$ cat src/common/sdi_params.svh
`ifndef SDI_PARAMS_SVH
`define SDI_PARAMS_SVH

// register map.
`define SDI_CONTROL_ADDR 12'h000
`define SDI_BAUD_ADDR 12'h004

// capture modes.
`define SDI_MODE_CONSTELLATION 2'd0
`define SDI_MODE_EYE 2'd1

// samples held per channel.
`define SDI_FIFO_DEPTH 16

// bit time is divisor plus one clocks.
`define SDI_BAUD_RESET 16'd3

`endif

$ cat src/common/sdi_pkg.sv
package sdi_pkg;

    typedef logic [11:0] regAddrT;
    typedef logic [31:0] busWordT;
    typedef logic [17:0] rawSampleT; // as delivered by the demodulator.
    typedef logic [15:0] sampleT;
    typedef logic [7:0]  byteT;
    typedef logic [15:0] frameCountT;
    typedef logic [15:0] baudDivT;
    typedef logic [1:0]  modeT;

    typedef enum logic {
        eyeIdle,
        eyeWait
    } eyeStateT;

    // each byte slot has a load state and a wait state.
    typedef enum logic [3:0] {
        serIdle,
        serCntMsb, serCntMsbWait,
        serCntLsb, serCntLsbWait,
        serIMsb, serIMsbWait,
        serILsb, serILsbWait,
        serQMsb, serQMsbWait,
        serQLsb, serQLsbWait
    } serStateT;

    typedef enum logic [1:0] {
        txIdle,
        txStart,
        txData,
        txStop
    } txStateT;

endpackage

$ cat src/capture/sampleFifo.sv
module sampleFifo #(
    parameter int DEPTH = 16
) (
    input  logic            clk,
    input  logic            fifoFull,
    input  logic            clear,
    input  logic            writeEn,
    input  sdi_pkg::sampleT din,
    input  logic            readEn,
    output sdi_pkg::sampleT dout,
    output logic            full,
    output logic            empty
);

    localparam int AW = $clog2(DEPTH);
    localparam int CW = $clog2(DEPTH + 1);

    sdi_pkg::sampleT mem [DEPTH];
    logic [AW-1:0]   wrPtr;
    logic [AW-1:0]   rdPtr;
    logic [CW-1:0]   count;
    logic            doWrite;
    logic            doRead;

    function automatic logic [AW-1:0] nextPtr(input logic [AW-1:0] ptr);
        return (ptr == AW'(DEPTH - 1)) ? '0 : ptr + 1'b1;
    endfunction

    assign doWrite = writeEn && !full;
    assign doRead  = readEn && !empty;
    assign full    = (count == CW'(DEPTH));
    assign empty   = (count == '0);
    assign dout    = mem[rdPtr]; // show-ahead.

    always_ff @(posedge clk) begin
        if (doWrite) begin
            mem[wrPtr] <= din;
        end
    end

    always_ff @(posedge clk or posedge fifoFull) begin
        if (fifoFull) begin
            wrPtr <= '0;
            rdPtr <= '0;
            count <= '0;
        end else if (clear) begin
            wrPtr <= '0;
            rdPtr <= '0;
            count <= '0;
        end else begin
            if (doWrite) wrPtr <= nextPtr(wrPtr);
            if (doRead) rdPtr <= nextPtr(rdPtr);
            case ({doWrite, doRead})
                2'b10:   count <= count + 1'b1;
                2'b01:   count <= count - 1'b1;
                default: count <= count;
            endcase
        end
    end

endmodule

$ cat src/capture/symbolCapture.sv
`include "sdi_params.svh"

module symbolCapture (
    input  logic               clk,
    input  logic               fifoFull,
    input  logic               captureEnable,
    input  sdi_pkg::modeT      mode,
    input  logic               iSymEn,
    input  sdi_pkg::rawSampleT iSymData,
    input  sdi_pkg::rawSampleT qSymData,
    input  logic               eyeSync,
    input  sdi_pkg::rawSampleT iEye,
    input  sdi_pkg::rawSampleT qEye,
    input  logic               readEn,
    input  logic               clearFifo,
    output sdi_pkg::sampleT    iSym,
    output sdi_pkg::sampleT    qSym,
    output logic               fifoEmpty,
    output logic               captureFull,
    output logic               capturing
);

    logic              enableMeta;
    sdi_pkg::eyeStateT eyeState;
    logic              constMode;
    logic              eyeWrite;
    logic              writeEn;
    sdi_pkg::sampleT   iIn;
    sdi_pkg::sampleT   qIn;

    always_ff @(posedge clk or posedge fifoFull) begin
        if (fifoFull) begin
            enableMeta <= 1'b0;
            capturing  <= 1'b0;
        end else begin
            enableMeta <= captureEnable;
            capturing  <= enableMeta;
        end
    end

    // waits for the first qualified eye strobe, then takes every strobe.
    always_ff @(posedge clk or posedge fifoFull) begin
        if (fifoFull) begin
            eyeState <= sdi_pkg::eyeIdle;
        end else begin
            case (eyeState)
                sdi_pkg::eyeIdle: begin
                    if (eyeSync && capturing && iSymEn) begin
                        eyeState <= sdi_pkg::eyeWait;
                    end
                end
                sdi_pkg::eyeWait: begin
                    if (!capturing) begin
                        eyeState <= sdi_pkg::eyeIdle;
                    end
                end
                default: eyeState <= sdi_pkg::eyeIdle;
            endcase
        end
    end

    assign constMode = (mode == `SDI_MODE_CONSTELLATION);
    assign eyeWrite  = eyeSync && (eyeState == sdi_pkg::eyeWait || iSymEn);
    assign writeEn   = capturing && !captureFull && (constMode ? iSymEn : eyeWrite);

    // keep the top 16 of 18 bits.
    assign iIn = constMode ? iSymData[17:2] : iEye[17:2];
    assign qIn = constMode ? qSymData[17:2] : qEye[17:2];

    sampleFifo #(.DEPTH(`SDI_FIFO_DEPTH)) iFifo (
        .clk(clk), .fifoFull(fifoFull), .clear(clearFifo),
        .writeEn(writeEn), .din(iIn), .readEn(readEn), .dout(iSym),
        .full(captureFull), .empty(fifoEmpty)
    );

    // q side tracks i exactly.
    sampleFifo #(.DEPTH(`SDI_FIFO_DEPTH)) qFifo (
        .clk(clk), .fifoFull(fifoFull), .clear(clearFifo),
        .writeEn(writeEn), .din(qIn), .readEn(readEn), .dout(qSym),
        .full(), .empty()
    );

endmodule

$ cat src/uart/frameSerializer.sv
module frameSerializer (
    input  logic                clk,
    input  logic                fifoFull,
    input  logic                capturing,
    input  logic                fifoEmpty,
    input  sdi_pkg::sampleT     iSym,
    input  sdi_pkg::sampleT     qSym,
    output logic                readEn,
    output logic                clearFifo,
    output sdi_pkg::byteT       txByte,
    output logic                dataAvailable,
    input  logic                dataNeeded
);

    sdi_pkg::serStateT   state;
    sdi_pkg::frameCountT frameCount;

    // load states wait for the uart to take the byte, wait states for it to go idle.
    always_ff @(posedge clk or posedge fifoFull) begin
        if (fifoFull) begin
            state         <= sdi_pkg::serIdle;
            readEn        <= 1'b0;
            clearFifo     <= 1'b0;
            txByte        <= '0;
            dataAvailable <= 1'b0;
            frameCount    <= '0;
        end else begin
            readEn    <= 1'b0;
            clearFifo <= 1'b0;
            case (state)
                sdi_pkg::serIdle: begin
                    if (!capturing && !fifoEmpty && dataNeeded) begin
                        state         <= sdi_pkg::serCntMsb;
                        dataAvailable <= 1'b1;
                        txByte        <= frameCount[15:8];
                    end
                end
                sdi_pkg::serCntMsb: if (!dataNeeded) state <= sdi_pkg::serCntMsbWait;
                sdi_pkg::serCntMsbWait: begin
                    if (dataNeeded) begin
                        state      <= sdi_pkg::serCntLsb;
                        txByte     <= frameCount[7:0];
                        frameCount <= frameCount + 1'b1;
                    end
                end
                sdi_pkg::serCntLsb: if (!dataNeeded) state <= sdi_pkg::serCntLsbWait;
                sdi_pkg::serCntLsbWait: begin
                    if (dataNeeded) begin
                        state  <= sdi_pkg::serIMsb;
                        txByte <= iSym[15:8];
                    end
                end
                sdi_pkg::serIMsb: if (!dataNeeded) state <= sdi_pkg::serIMsbWait;
                sdi_pkg::serIMsbWait: begin
                    if (dataNeeded) begin
                        state  <= sdi_pkg::serILsb;
                        txByte <= iSym[7:0];
                    end
                end
                sdi_pkg::serILsb: if (!dataNeeded) state <= sdi_pkg::serILsbWait;
                sdi_pkg::serILsbWait: begin
                    if (dataNeeded) begin
                        state  <= sdi_pkg::serQMsb;
                        txByte <= qSym[15:8];
                    end
                end
                sdi_pkg::serQMsb: if (!dataNeeded) state <= sdi_pkg::serQMsbWait;
                sdi_pkg::serQMsbWait: begin
                    if (dataNeeded) begin
                        state  <= sdi_pkg::serQLsb;
                        txByte <= qSym[7:0];
                        readEn <= 1'b1; // pop the pair.
                    end
                end
                sdi_pkg::serQLsb: if (!dataNeeded) state <= sdi_pkg::serQLsbWait;
                sdi_pkg::serQLsbWait: begin
                    if (fifoEmpty) begin
                        state         <= sdi_pkg::serIdle;
                        dataAvailable <= 1'b0;
                        clearFifo     <= 1'b1;
                        frameCount    <= '0;
                    end else if (dataNeeded) begin
                        state  <= sdi_pkg::serCntMsb;
                        txByte <= frameCount[15:8];
                    end
                end
                default: begin
                    state         <= sdi_pkg::serIdle;
                    dataAvailable <= 1'b0;
                    frameCount    <= '0;
                end
            endcase
        end
    end

endmodule

$ cat src/uart/uartTx.sv
module uartTx (
    input  logic             clk,
    input  logic             fifoFull,
    input  sdi_pkg::baudDivT baudDiv,
    input  sdi_pkg::byteT    txByte,
    input  logic             dataAvailable,
    output logic             dataNeeded,
    output logic             sdiOut
);

    sdi_pkg::txStateT state;
    sdi_pkg::baudDivT baudCnt;
    sdi_pkg::byteT    shiftReg;
    logic [2:0]       bitIdx;
    logic             armed;
    logic             accept;
    logic             baudTick;

    assign dataNeeded = (state == sdi_pkg::txIdle);
    // one idle cycle first, so the serializer can swap in its next byte.
    assign accept     = dataNeeded && armed && dataAvailable;
    assign baudTick   = (baudCnt == '0);

    always_ff @(posedge clk or posedge fifoFull) begin
        if (fifoFull) begin
            state    <= sdi_pkg::txIdle;
            baudCnt  <= '0;
            shiftReg <= '0;
            bitIdx   <= '0;
            armed    <= 1'b0;
            sdiOut   <= 1'b1;
        end else begin
            armed <= dataNeeded;
            if (accept || baudTick) begin
                baudCnt <= baudDiv; // restart so the start bit is full length.
            end else begin
                baudCnt <= baudCnt - 1'b1;
            end
            case (state)
                sdi_pkg::txIdle: begin
                    if (accept) begin
                        shiftReg <= txByte;
                        sdiOut   <= 1'b0;
                        state    <= sdi_pkg::txStart;
                    end
                end
                sdi_pkg::txStart: begin
                    if (baudTick) begin
                        sdiOut   <= shiftReg[0];
                        shiftReg <= shiftReg >> 1;
                        bitIdx   <= '0;
                        state    <= sdi_pkg::txData;
                    end
                end
                sdi_pkg::txData: begin
                    if (baudTick) begin
                        if (bitIdx == 3'd7) begin
                            sdiOut <= 1'b1; // stop bit.
                            state  <= sdi_pkg::txStop;
                        end else begin
                            sdiOut   <= shiftReg[0];
                            shiftReg <= shiftReg >> 1;
                            bitIdx   <= bitIdx + 1'b1;
                        end
                    end
                end
                sdi_pkg::txStop: if (baudTick) state <= sdi_pkg::txIdle;
                default: begin
                    state  <= sdi_pkg::txIdle;
                    sdiOut <= 1'b1;
                end
            endcase
        end
    end

endmodule

$ cat src/rtl/sdiRegs.sv
`include "sdi_params.svh"

module sdiRegs (
    input  logic             clk,
    input  logic             fifoFull,
    input  sdi_pkg::regAddrT addr,
    input  sdi_pkg::busWordT dataIn,
    input  logic             wr,
    output sdi_pkg::busWordT dataOut,
    input  logic             captureFull,
    input  logic             fifoEmpty,
    output logic             captureEnable,
    output sdi_pkg::modeT    mode,
    output sdi_pkg::baudDivT baudDiv
);

    logic controlSel;
    logic baudSel;

    assign controlSel = (addr == `SDI_CONTROL_ADDR);
    assign baudSel    = (addr == `SDI_BAUD_ADDR);

    always_ff @(posedge clk or posedge fifoFull) begin
        if (fifoFull) begin
            captureEnable <= 1'b0;
            mode          <= `SDI_MODE_CONSTELLATION;
            baudDiv       <= `SDI_BAUD_RESET;
        end else begin
            if (wr && controlSel) begin
                captureEnable <= dataIn[7];
                mode          <= dataIn[1:0];
            end
            if (captureFull) begin
                captureEnable <= 1'b0; // full stops capture, even over a write.
            end
            if (wr && baudSel) begin
                baudDiv <= dataIn[15:0];
            end
        end
    end

    always_comb begin
        dataOut = '0;
        if (controlSel) begin
            dataOut = {fifoEmpty, 23'b0, captureEnable, 5'b0, mode};
        end else if (baudSel) begin
            dataOut = {16'b0, baudDiv};
        end
    end

endmodule

$ cat src/rtl/sdiTop.sv
module sdiTop (
    input  logic               clk,
    input  logic               fifoFull,
    input  sdi_pkg::regAddrT   addr,
    input  sdi_pkg::busWordT   dataIn,
    input  logic               wr,
    output sdi_pkg::busWordT   dataOut,
    input  logic               iSymEn,
    input  sdi_pkg::rawSampleT iSymData,
    input  sdi_pkg::rawSampleT qSymData,
    input  logic               eyeSync,
    input  sdi_pkg::rawSampleT iEye,
    input  sdi_pkg::rawSampleT qEye,
    output logic               sdiOut
);

    logic             captureEnable;
    sdi_pkg::modeT    mode;
    sdi_pkg::baudDivT baudDiv;
    logic             captureFull;
    logic             fifoEmpty;
    logic             capturing;
    sdi_pkg::sampleT  iSym;
    sdi_pkg::sampleT  qSym;
    logic             readEn;
    logic             clearFifo;
    sdi_pkg::byteT    txByte;
    logic             dataAvailable;
    logic             dataNeeded;

    sdiRegs regs (
        .clk(clk), .fifoFull(fifoFull),
        .addr(addr), .dataIn(dataIn), .wr(wr), .dataOut(dataOut),
        .captureFull(captureFull), .fifoEmpty(fifoEmpty),
        .captureEnable(captureEnable), .mode(mode), .baudDiv(baudDiv)
    );

    symbolCapture capture (
        .clk(clk), .fifoFull(fifoFull),
        .captureEnable(captureEnable), .mode(mode),
        .iSymEn(iSymEn), .iSymData(iSymData), .qSymData(qSymData),
        .eyeSync(eyeSync), .iEye(iEye), .qEye(qEye),
        .readEn(readEn), .clearFifo(clearFifo),
        .iSym(iSym), .qSym(qSym), .fifoEmpty(fifoEmpty),
        .captureFull(captureFull), .capturing(capturing)
    );

    frameSerializer serializer (
        .clk(clk), .fifoFull(fifoFull),
        .capturing(capturing), .fifoEmpty(fifoEmpty), .iSym(iSym), .qSym(qSym),
        .readEn(readEn), .clearFifo(clearFifo),
        .txByte(txByte), .dataAvailable(dataAvailable), .dataNeeded(dataNeeded)
    );

    uartTx uart (
        .clk(clk), .fifoFull(fifoFull), .baudDiv(baudDiv),
        .txByte(txByte), .dataAvailable(dataAvailable), .dataNeeded(dataNeeded),
        .sdiOut(sdiOut)
    );

endmodule

$ cat config.mk
export PLATFORM = sky130hd
export DESIGN_NAME = sdiTop
export DESIGN_NICKNAME = d
export VERILOG_FILES = /design/src/common/sdi_pkg.sv /design/src/capture/sampleFifo.sv /design/src/capture/symbolCapture.sv /design/src/uart/frameSerializer.sv /design/src/uart/uartTx.sv /design/src/rtl/sdiRegs.sv /design/src/rtl/sdiTop.sv
export VERILOG_INCLUDE_DIRS = /design/src /design/src/common
export SDC_FILE = /design/constraint.sdc
export NUM_CORES = 1
export LEC_CHECK = 0
export BUFFER_PORTS_ARGS = -buffer_cell sky130_fd_sc_hd__buf_2
export CAP_MARGIN = 20
export CORE_ASPECT_RATIO = 1.75
export CORE_MARGIN = 2
export CORE_UTILIZATION = 55
export DETAILED_ROUTE_END_ITERATION = 10
export HOLD_SLACK_MARGIN = 0.02
export PLACE_DENSITY = 0.73
export SLEW_MARGIN = 5
export SYNTH_ARGS = -nofsm -noshare
export SYNTH_HDL_FRONTEND = slang
export SYNTH_SLANG_ARGS = --single-unit
$ cat constraint.sdc
create_clock -name clk -period 9.8 [get_ports clk]
set_clock_uncertainty 0.05 [all_clocks]
set_input_delay 0.98 -clock clk [delete_from_list [all_inputs] [get_ports clk]]
set_output_delay 0.98 -clock clk [all_outputs]
set_load 0.005 [all_outputs]
---- Word-level counts from Yosys, hierarchy flattened ----
Memories as Yosys holds them, arrays and structs flattened.
Index checks and enable logic that the tools add are counted.
storage, ports and cells
  output and inout bits ................... 33
  flip-flop bits (word level) ............. 110
  bits in writable memories ............... 512
  input port bits ......................... 121
  bits in latches ......................... 0
  memory bits (read-only) ................. 0
  memories ................................ 2
  word-level logic and storage cells ...... 223
memory list
  name               words  width  rd ports  clocked after memory_dff  wr ports  RTL line          RTL
  capture.iFifo.mem  16     16     1         0                         1         sampleFifo.sv:18  sdi_pkg::sampleT mem [DEPTH];
  capture.qFifo.mem  16     16     1         0                         1         sampleFifo.sv:18
cells by class
  add/subtract/negate cells ............... 11
  multiplexer cells ....................... 85
  shift-type cells ........................ 0
  multiply operators ...................... 0
  equality and inequality tests ........... 49
  reductions and logical operators ........ 49
  divide/modulo/power cells ............... 0
  order comparisons ....................... 0
  bitwise operators ....................... 3
operators by type and width
  kind                     number
  $mux W4                  26
  $mux W16                 6
  $mux W8                  12
  $pmux W8 S7              1
  $pmux W4 S13             1
  $pmux W16 S3             1
  $eq A4 B4 Y1 const B     9
  $mux W32                 1
  $ne A2 B1 Y1 const B     12
  $pmux W8 S3              1
  $reduce_or A11 Y1        2
  $pmux W5 S2              2
  $mux W1                  19
  $ne A2 B2 Y1 const B     9
  $add A16 B1 Y16 const B  1
  $add A4 B1 Y4 const B    4
  $eq A4 B3 Y1 const B     4
  $logic_not A16 Y1        1
  $sub A16 B1 Y16 const B  1
  $logic_and A1 B1 Y1      15
  $reduce_and A13 Y1       1
  $eq A12 B3 Y1 const B    1
  $logic_not A12 Y1        1
  $reduce_bool A2 Y1       6
  other kinds (29)         60

---- Logic depth before layout (Yosys ltp) ----
Gate-level depths: netlist of the first run.
  depth after elaboration ................. 8
  gate-level depth with buffers ........... 14
  gate-level depth less buffers ........... 12

---- Hierarchy ----
Synthesis of the first run repeated with hierarchy kept, for this count alone.
second synthesis, totals
  cell total of the unflattened synthesis .. 1504
  area total of the unflattened synthesis .. 26671.8 µm²
modules (own cells, without submodules)
  module           instances  seq. area each (µm²)  area an instance (µm²)  cells an instance
  sampleFifo       2          8012.7                10677.7                 485
  frameSerializer  1          775.7                 2037.0                  232
  uartTx           1          777.0                 1686.6                  166
  sdiRegs          1          478.0                 1072.3                  91
  symbolCapture    1          75.1                  520.5                   45

---- Worst setup path before layout of the first run ----
No wires, ideal clock.
  kind .................................... input to register
  from .................................... in eyeSync
  to ...................................... reg capture.qFifo.count[4]
  arrival time ............................ 3.811 ns
  stages .................................. 12
  library setup time ...................... 0.125 ns
  path slack .............................. 5.814 ns
  path through ............................ o221ai_1 -> nor3_1 -> clkbuf_1 -> inv_1 -> ha_1 -> xor2_1 -> ha_1 -> o21a_1 -> o221a_2 -> or3_1 -> a21oi_1 -> mux2_2
on the way
  cells in the longest elaborated chain, start to end .. 7
  elaborated cells on any way between the ends .. 9
  classes of those cells .................. eq/ne: 2; mux: 3; reduce/logical: 4
ends and longest elaborated chain
  element                                       RTL line             RTL
  start: declaration                            sdiTop.sv:11         input logic eyeSync,
  $logic_and A1 B1 Y1 *                         symbolCapture.sv:63  assign eyeWrite = eyeSync && (eyeState == sdi_pkg::eyeWait || iSymEn);
  $mux W1 *                                     symbolCapture.sv:64  assign writeEn = capturing && !captureFull && (constMode ? iSymEn : eyeWrite);
  $logic_and A1 B1 Y1 *                         symbolCapture.sv:64
  $logic_and A1 B1 Y1 *                         sampleFifo.sv:29     assign doWrite = writeEn && !full;
  $eq A2 B1 Y1 or $eq A2 B2 Y1 (tied branches)  sampleFifo.sv:53     case ({doWrite, doRead})
  $pmux W5 S2                                   sampleFifo.sv:53
  $mux W5                                       sampleFifo.sv:46     end else if (clear) begin
  end signal: assignment                        sampleFifo.sv:54     2'b10: count <= count + 1'b1;
  end signal: assignment                        sampleFifo.sv:55     2'b01: count <= count - 1'b1;
  end signal: assignment                        sampleFifo.sv:56     default: count <= count;
  end: declaration                              sampleFifo.sv:21     logic [CW-1:0] count;
Every way passes the cells marked *; elsewhere a longest branch is shown, timed or not.
A chain may end at the register's enable or synchronous reset.

---- Final worst setup path of the first run ----
  from .................................... reg regs.mode[1]
  to ...................................... reg capture.qFifo.count[4]
on the way
  cells in the longest elaborated chain, start to end .. 7
  elaborated cells on any way between the ends .. 9
  classes of those cells .................. eq/ne: 2; mux: 3; reduce/logical: 4
ends and longest elaborated chain
  element                                       RTL line             RTL
  start: declaration                            sdiRegs.sv:13        output sdi_pkg::modeT mode,
  start signal: assignment                      sdiRegs.sv:26        mode <= `SDI_MODE_CONSTELLATION;
  start signal: assignment                      sdiRegs.sv:31        mode <= dataIn[1:0];
  $logic_not A2 Y1 (no source line) *           --
  $mux W1 *                                     symbolCapture.sv:64
  $logic_and A1 B1 Y1 *                         symbolCapture.sv:64
  $logic_and A1 B1 Y1 *                         sampleFifo.sv:29
  $eq A2 B1 Y1 or $eq A2 B2 Y1 (tied branches)  sampleFifo.sv:53
  $pmux W5 S2                                   sampleFifo.sv:53
  $mux W5                                       sampleFifo.sv:46
Marked as above.

==> impl_metrics.json, run 1 <==
{
  "hold_slack_ns": 0.315,
  "met3_length_um": 3050,
  "pin_count": 154,
  "drc": 0,
  "dr_wl_met2_um": 32100,
  "clk_transition_reported_paths_ns": 0.07,
  "leakagePower_uw": 0.0101,
  "synth.cell_area_um2": 26700,
  "peakVddDrop_v": 0.000187,
  "synth_top_flop_cell": "edfxtp_1",
  "rsz0062_at_grt": "false",
  "final_util": 0.622,
  "synthArstFlopShare": 0.177,
  "ys_seq_elements": 622,
  "setup_viol": 0,
  "multiInputGateArea_um2": 8080,
  "hold_start": "capture.enableMeta",
  "max_stage_delay_ns": 0.52,
  "pwr_density_cell_nw_per_um2": 197,
  "ys_warn_count": 0,
  "regArea_um2": 18100,
  "synth.distinct_cells": 69,
  "fmax_mhz": 249,
  "crit_path_start": "regs.mode[1]",
  "worst-path-max-fanout": 18,
  "synth-edff-count": 512,
  "wl_um": 59500,
  "cp_common_cell": "ha_1",
  "placed_area_um2": 27900,
  "avgSynthCellArea_um2": 16.6,
  "r2r_start": "regs.mode[1]",
  "path_buf_inv": 2,
  "clkSinkCount": 622,
  "antenna_found_initial": 0,
  "path_delay_family": "simple AND/OR/NAND/NOR gates",
  "cp.required_ns": 10.23,
  "path_class": "register to register",
  "antenna_cells": 0,
  "row_count": 106,
  "grt_overflow_total": 0,
  "dp_cells": 2303,
  "start_util": 0.558,
  "postCtsHoldBufs": 0,
  "cts_buffers": 53,
  "cp_slowest_cell": "nor2_4",
  "cts_root_buf": "clkbuf_16",
  "top_layer": "met4",
  "gp_congestion": 0.828,
  "vias": 15000,
  "drtPass1Iterations": 5,
  "final-hold-violation-count": 0,
  "clock_path_buffers": 3,
  "syn_to_final_growth_pct": 11.6,
  "fillers": 3379,
  "die_y_um": 295,
  "maxCapViolCount": 0,
  "dieArea_um2": 50400,
  "syn_inst": 1611,
  "dp_hpwl_um": 37000,
  "grt_usage": 0.243,
  "htreeDepth": 2,
  "cts_tree": "yes",
  "period_share": 0.410,
  "clock_latency_ns": 0.61,
  "fin_cells": 2412,
  "core_um2": 47900,
  "timing.slew.headroom": 0.249,
  "chipWidth_um": 171,
  "drtIter0Drc": 1427,
  "routedWlPerCell_um": 24.7,
  "fin_setup_tns_ns": 0,
  "grt_pass1_wl_um": 90500,
  "fin_nets": 1868,
  "hold_path.class": "register to register",
  "status": "complete, no violations",
  "place.port_buffers": 114,
  "startpoint_type": "register",
  "final_cell_area_um2": 29800,
  "worst_pin_slew_ns": 1.13,
  "cp_cell_sequence": "nor2_4, o221ai_1, nor3_1, buf_4, inv_1, ha_1, xor2_1, ha_1, a21boi_0, o221a_2, or3_1, a21oi_1, mux2_2",
  "drive_gt1_frac": 0.254,
  "crit_arrival_ns": 4.45,
  "fin_crit_ns": 4.02,
  "endpoint_kind": "register",
  "ys_seq_area_frac": 0.679,
  "wl_met1_um": 21700,
  "postCtsSetupBuffers": 0,
  "grt_max_degree": 72,
  "slew_viol_final": 0,
  "vias_per_cell": 6.22,
  "cts_resized": 0,
  "ant_nets": 0,
  "grt_pass1_vias": 15200
}
[stage by stage]
stage               setup WS (ns)  total power, µW
floorplan                    5.81             3590
global placement             5.80             3750
detailed placement           5.75             3790
CTS                          5.69             5870
global route                 5.51             6070
finish                       5.78             5860
[logic make-up after synthesis]
family / Yosys count / synth area share
muxes: 253 / 0.157
adders and majority gates: 27 / 0.0127
xor gates and xnor gates: 24 / 0.00787
and+or+nand+nor: 358 / 0.0732
other: 1 / 0.000140
AOI/OAI and AO/OA: 195 / 0.0486
DFF: 622 / 0.679
buffers and inverters: 131 / 0.0218
[synthesized netlist by cell type, drive strengths merged (6+ instances only)]
library cell,number,area (µm²)
nand2,68,255
o21a,6,52.6
edfxtp,512,15400
o31ai,14,110
and2,24,150
nand4b,6,52.6
xnor2,12,105
xor2,12,105
nand4,13,81.3
o21ai,44,220
clkbuf,60,225
dfrtp,107,2680
buf,46,263
o22ai,24,150
ha,27,338
a221oi,11,96.3
nor3,22,110
mux2i,69,691
or3,14,87.6
and3,26,163
mux2,58,653
a21oi,40,200
nor2b,12,75.1
nand2b,15,93.8
a31oi,9,56.3
or4,21,169
a21boi,6,45.1
a22o,7,61.3
nor4,15,100
nand3,27,135
inv,25,93.8
mux4,126,2840
nor2,67,251
[area by class of cell]
class,instances,share of cell area
inverter,25,0.00323
timing repair buffer,146,0.0307
sequential,622,0.609
tap,648,0.0272
clock inverter,31,0.00974
multi-input combinational,872,0.271
clock buffer,68,0.0486
[worst reg2reg max path: stages (launching register included)]
cell and delay [ns]:
dfrtp_1 0.43, nor2_4 0.52, o221ai_1 0.34, nor3_1 0.25
buf_4 0.23, inv_1 0.09, ha_1 0.30, xor2_1 0.18
ha_1 0.23, a21boi_0 0.16, o221a_2 0.30, or3_1 0.30
a21oi_1 0.17, mux2_2 0.35
[layout by cell type, fill, tap and decap left out, types with 13 or more instances in the layout]
master       n
nor4_1      14
and3_1      26
inv_1       24
clkbuf_16   54
conb_1      15
mux4_2     126
a21oi_1     40
dfrtp_1    101
o21ai_0     43
ha_1        27
mux2_2      58
nand2_1     68
and2_1      23
nand4_1     13
nand3_1     27
nor3_1      20
nand2b_1    15
buf_4       22
nor2_1      66
o22ai_1     24
edfxtp_1   512
or4_1       18
o31ai_1     13
or3_1       14
buf_2      116
mux2i_1     69
[registers in the layout, indices dropped and copies added (netlist names), 3 cells and up]
| signal | count |
|---|---|
| capture.iFifo.count | 5 |
| capture.qFifo.rdPtr | 4 |
| serializer.txByte | 8 |
| capture.qFifo.wrPtr | 4 |
| regs.baudDiv | 16 |
| uart.baudCnt | 16 |
| uart.shiftReg | 8 |
| capture.iFifo.wrPtr | 4 |
| serializer.frameCount | 16 |
| capture.iFifo.rdPtr | 4 |
| capture.qFifo.mem | 256 |
| capture.iFifo.mem | 256 |
| serializer.state | 4 |
| capture.qFifo.count | 5 |
| uart.bitIdx | 3 |
[metal layers]
| layer | up-vias | GRT usage |
|---|---|---|
| li1 | 6604 | - |
| met1 | 7690 | 0.289 |
| met2 | 568 | 0.440 |
| met3 | 134 | 0.0284 |
| met4 | 0 | 0.108 |
| met5 | - | 0 |
[power by group]
part	internal (µW)	leakage [µW]	switching [µW]
clock network	1160	0.000850	953
registers	2940	0.00606	99.4
logic	265	0.00323	445
[path summary, 6_finish.rpt]
path	slack [ns]	to	cells after the start
max reg2reg	5.78	capture.qFifo.count[4]	13
min in group asynchronous	0.36	capture.iFifo.count[0]	2
min reg2reg	0.31	capture.capturing	0
min	0.31	capture.capturing	0
max in group asynchronous	7.92	capture.qFifo.rdPtr[0]	3
max	5.78	capture.qFifo.count[4]	13
Note: power is estimated with default switching activity, not from simulation.
==> inputs of run 2 (changes only) <==
==> constraint.sdc (replaced) <==
create_clock -name clk -period 3.7 [get_ports clk]
set_clock_uncertainty 0.05 [all_clocks]
set_input_delay 0.37 -clock clk [delete_from_list [all_inputs] [get_ports clk]]
set_output_delay 0.37 -clock clk [all_outputs]
set_load 0.005 [all_outputs]
==> impl_metrics.json, run 2 (synthesis gave the netlist of run 1 again) <==
{
  "status": "complete, no violations",
  "ant_nets": 0,
  "path_delay_family": "simple AND/OR/NAND/NOR gates",
  "pin_count": 154,
  "grt_usage": 0.251,
  "cp_slowest_cell": "dfrtp_1",
  "die_y_um": 295,
  "clk_transition_reported_paths_ns": 0.07,
  "postCtsSetupBuffers": 0,
  "grt_overflow_total": 0,
  "final-hold-violation-count": 0,
  "min_delay_worst_endpoint": "regs.captureEnable",
  "peakVddDrop_v": 0.000415,
  "grt_pass1_vias": 15600,
  "biggestRegsByFlops": "capture.iFifo.mem (256), capture.qFifo.mem (256)",
  "clock_latency_ns": 0.61,
  "dieArea_um2": 50400,
  "min_path_cells": 3,
  "grt_pass1_wl_um": 93400,
  "grtUsageMet3": 0.0277,
  "layout_commonest_cell": "edfxtp_1",
  "drtIter0Drc": 1490,
  "routedWlPerCell_um": 25.1,
  "r2r_slack_ns": 0.22,
  "cts_root_buf": "clkbuf_16",
  "r2r_start": "capture.iFifo.count[1]",
  "cp_cell_sequence": "nor4_2, and2_1, nor3_2, inv_1, ha_1, xor2_1, ha_1, o21a_1, o221a_2, or3_1, a21oi_1, mux2_2",
  "setup_viol": 0,
  "fmax_mhz": 288,
  "crit_arrival_ns": 3.93,
  "drc": 0,
  "clock_path_buffers": 3,
  "antenna_found_initial": 0,
  "cp.required_ns": 4.16,
  "maxCapViolCount": 0,
  "slew_viol_final": 0,
  "r2r-end": "capture.qFifo.count[4]",
  "core_um2": 47900,
  "leakagePower_uw": 0.0104,
  "htreeDepth": 2,
  "start_util": 0.558,
  "drtPass1Iterations": 5,
  "dp_hpwl_um": 39300,
  "multiInputGateArea_um2": 8100,
  "max_stage_delay_ns": 0.47,
  "cp_common_cell": "ha_1",
  "grt_max_degree": 56,
  "fin_setup_tns_ns": 0,
  "worst-path-max-fanout": 8,
  "endpoint_kind": "register",
  "pwr_density_cell_nw_per_um2": 518,
  "final_cell_mix": "edfxtp_1 (512), mux4_2 (126), buf_2 (114), dfrtp_1 (101), mux2i_1 (69)",
  "vias": 15300,
  "fin_ws_ns": 0.224,
  "wl_um": 61800,
  "path_class": "register to register",
  "regArea_um2": 18100,
  "timing.slew.headroom": 0.243,
  "fillers": 3365,
  "startpoint_type": "register",
  "chipWidth_um": 171,
  "place.port_buffers": 114,
  "worst_pin_slew_ns": 1.13,
  "path_buf_inv": 1,
  "cts_buffers": 54,
  "drive_gt1_frac": 0.265,
  "hold_start": "wr",
  "dp_slack_ns": 0.182,
  "reg2regPathDepth": 12,
  "grt.busiest_layer": "met2",
  "rsz0062_at_grt": "false",
  "gp_congestion": 0.828,
  "antenna_cells": 0,
  "hold_path.class": "input pin to register",
  "gr-usage-met2": 0.463,
  "period_share": 0.940,
  "row_count": 106,
  "syn_to_final_growth_pct": 13.1,
  "cts_tree": "yes",
  "gr-usage-met1": 0.296,
  "fin_nets": 1921,
  "vias_per_cell": 6.20,
  "fin_crit_ns": 3.48,
  "clkSinkCount": 622
}
run 2: cell count changes in the layout (fill, tap and decap cells not counted), sizes merged:
cell / change
buf: +33
bufinv: +1
clkbuf: -5
clkinv: +5
clkinvlp: -1
dlygate4sd3: +19
inv: +2
run 2: metal layers:
metal | share of wire | up-vias
met3 | 0.045 | 128
met2 | 0.55 | 530
li1 | - | 6701
met1 | 0.36 | 7922
met4 | 0.042 | 0
met5 | 0 | -
run 2: final cells by class:
| class | count | share of cell area |
|---|---|---|
| clock buffer | 63 | 0.0462 |
| clock inverter | 38 | 0.0121 |
| inverter | 25 | 0.00319 |
| multi-input combinational | 872 | 0.268 |
| sequential | 622 | 0.601 |
| tap | 648 | 0.0268 |
| timing repair buffer | 198 | 0.0428 |
run 2: worst max-delay path by stage:
stage,startpoint,endpoint,depth (start not counted)
after floorplan,regs.mode[1],capture.qFifo.count[4],13
after global placement,capture.iFifo.count[1],capture.iFifo.count[4],12
after detailed placement,capture.iFifo.count[1],capture.qFifo.count[4],12
after CTS,capture.iFifo.count[1],capture.qFifo.count[4],12
after global routing,capture.iFifo.count[1],capture.iFifo.count[4],12
final,capture.iFifo.count[1],capture.qFifo.count[4],12
run 2: power breakdown:
group	switching (µW)	total, µW	internal, µW
Clock	2600	5680	3080
Combinational	1180	1910	732
Sequential	275	8060	7790
Total	4050	15700	11600
run 2: what timing repair did:
action                                  4_1_cts  5_1_grt
endpoints found under the setup margin        0        2
hold buffers                                 19        0
gates resized for setup                       0        2
endpoints found under the hold margin        73        0
run 2: stage by stage:
step                      cells  utilization  cell area [µm²]  hold WS (ns)  total power, µW
after floorplan            1625            -            26800         0.281             9500
after global placement     2345        0.590            28200         0.291             9990
after detailed placement   2345        0.590            28200         0.293            10100
after CTS                  2465        0.630            30200        0.0391            15700
after global routing       2466        0.631            30200        0.0481            16200
final                      2466        0.631            30200        0.0563            15700
run 2: worst register-to-register path, stage by stage, from the launching register on:
cell     delay (ns)
dfrtp_1        0.47
nor4_2         0.46
and2_1         0.27
nor3_2         0.08
inv_1          0.09
ha_1           0.31
xor2_1         0.12
ha_1           0.22
o21a_1         0.18
o221a_2        0.25
or3_1          0.32
a21oi_1        0.22
mux2_2         0.35
==> inputs of run 3 (changes only) <==
--- a/config.mk
+++ b/config.mk
@@ -6,7 +6,7 @@
 export SDC_FILE = /design/constraint.sdc
 export NUM_CORES = 1
 export LEC_CHECK = 0
-export BUFFER_PORTS_ARGS = -buffer_cell sky130_fd_sc_hd__buf_2
+export BUFFER_PORTS_ARGS = -buffer_cell sky130_fd_sc_hd__buf_4
 export CAP_MARGIN = 20
 export CORE_ASPECT_RATIO = 1.75
 export CORE_MARGIN = 2
@@ -17,4 +17,5 @@
 export SLEW_MARGIN = 5
 export SYNTH_ARGS = -nofsm -noshare
 export SYNTH_HDL_FRONTEND = slang
+export SYNTH_HIERARCHICAL = 1
 export SYNTH_SLANG_ARGS = --single-unit
==> impl_metrics.json, run 3 <==
{
  "grt_overflow_total": 0,
  "gp_congestion": 0.840,
  "crit_arrival_ns": 3.85,
  "wl_um": 58200,
  "biggestRegsByFlops": "capture/iFifo/mem (256), capture/qFifo/mem (256)",
  "place.port_buffers": 114,
  "antenna_cells": 0,
  "dp_cells": 2252,
  "die_y_um": 295,
  "fin_cells": 2370,
  "grt_max_degree": 36,
  "pwr_density_cell_nw_per_um2": 613,
  "leakagePower_uw": 0.0104,
  "cp_common_cell": "nor2b_1",
  "start_util": 0.557,
  "rsz0062_at_grt": "false",
  "startpoint_type": "register",
  "dieArea_um2": 50300,
  "fillers": 3267,
  "peakVddDrop_v": 0.000502,
  "routedWlPerCell_um": 24.6,
  "period_share": 0.927,
  "r2r_slack_ns": 0.27,
  "drtIter0Drc": 1153,
  "cts_resized": 0,
  "endpoint_kind": "register",
  "avgSynthCellArea_um2": 17.8,
  "fin_crit_ns": 3.43,
  "final_util": 0.637,
  "clock_latency_ns": 0.59,
  "htreeDepth": 2,
  "chipWidth_um": 170,
  "clock_path_buffers": 3,
  "syn_inst": 1502,
  "timing.slew.headroom": 0.301,
  "drtPass1Iterations": 6,
  "fmax_mhz": 291,
  "status": "complete, no violations",
  "worst-path-max-fanout": 11,
  "grt_pass1_vias": 14900,
  "cp_slowest_cell": "or4_4",
  "setup_viol": 0,
  "cp.required_ns": 4.12,
  "row_count": 106,
  "fin_setup_tns_ns": 0,
  "grt_pass1_wl_um": 87500,
  "final_cell_mix": "edfxtp_1 (512), buf_4 (177), mux4_2 (160), dfrtp_1 (103), mux2_2 (70)",
  "total_power_uw": 18700,
  "cts_buffers": 53,
  "syn_to_final_growth_pct": 14.3,
  "clk_transition_reported_paths_ns": 0.07,
  "pin_count": 154,
  "core_um2": 47900,
  "max_stage_delay_ns": 0.64,
  "ys_warn_count": 6,
  "drive_gt1_frac": 0.328,
  "slew_viol_final": 0,
  "fin_nets": 1821,
  "vias_per_cell": 6.07,
  "final-hold-violation-count": 0,
  "synth.cell_area_um2": 26700,
  "maxCapViolCount": 0,
  "drc": 0,
  "postCtsSetupBuffers": 0,
  "worst_pin_slew_ns": 1.05,
  "regArea_um2": 18100,
  "grt_usage": 0.235,
  "layout_commonest_cell": "edfxtp_1",
  "ant_nets": 0,
  "antenna_found_initial": 0,
  "cts_tree": "yes",
  "fin_ws_ns": 0.268,
  "clkSinkCount": 622,
  "hold_path.class": "input pin to register",
  "cp_cell_sequence": "or4_4, nor2_1, nor2b_1, o221a_2, nor2b_1, mux2i_1, xnor2_1, ha_1, o31a_1, o21ai_0, mux2_2, nand4_1",
  "vias": 14400,
  "cts_root_buf": "clkbuf_16",
  "dp_hpwl_um": 36500,
  "dp_slack_ns": 0.312,
  "multiInputGateArea_um2": 7980,
  "path_class": "register to register"
}
run 3: worst paths after layout:
path / startpoint / endpoint / cells after the start
max: capture/iFifo/count[1] / capture/iFifo/count[4] / 12
min: iSymEn / capture/eyeState / 3
max reg2reg: capture/iFifo/count[1] / capture/iFifo/count[4] / 12
min reg2reg: capture/enableMeta / capture/capturing / 0
max in group asynchronous: fifoFull / regs/baudDiv[4] / 3
min in group asynchronous: fifoFull / capture/capturing / 3
run 3: timing repair:
action | CTS | global route
setup endpoints to repair | 0 | 0
hold endpoints to repair | 73 | 0
hold buffers | 17 | 0
run 3: worst max-delay path, delay by kind of cell, from the launching register on:
kind | cells | cell delay, ns
multiplexers | 2 | 0.41
XOR/XNOR | 1 | 0.19
AO/OA/AOI/OAI | 3 | 0.66
flip-flops | 1 | 0.48
adder cells (fa/ha/maj) | 1 | 0.26
AND/OR/NAND/NOR | 5 | 1.26
run 3: area by class of cell:
class | count | share of cell area
multi-input cells | 764 | 0.262
flip-flops and latches | 622 | 0.595
inverters | 37 | 0.00456
repair buffers | 200 | 0.0534
well taps | 648 | 0.0266
clock inverters | 37 | 0.0127
clock buffers | 62 | 0.0460
run 3: power breakdown:
part           total (µW)  switching [µW]  leakage [µW]  internal, µW
Clock                5720            2510      0.000869          3220
Combinational        4130            2010       0.00351          2130
Sequential           8850             763       0.00602          8080
Total               18700            5280        0.0104         13400
run 3: through the flow:
stage                     instance area, µm²  hold WS (ns)
after CTS                              30400        0.0363
final                                  30500        0.0538
after floorplan                        26700        0.0736
after global routing                   30500        0.0458
after detailed placement               28500         0.253
after global placement                 28500         0.241
run 3: metal layers:
metal | vias to the layer above | global-route usage | share of wire
met5 | - | 0 | 0
met4 | 0 | 0.0838 | 0.034
met3 | 111 | 0.0256 | 0.046
met2 | 481 | 0.441 | 0.56
met1 | 7488 | 0.279 | 0.36
li1 | 6310 | - | -
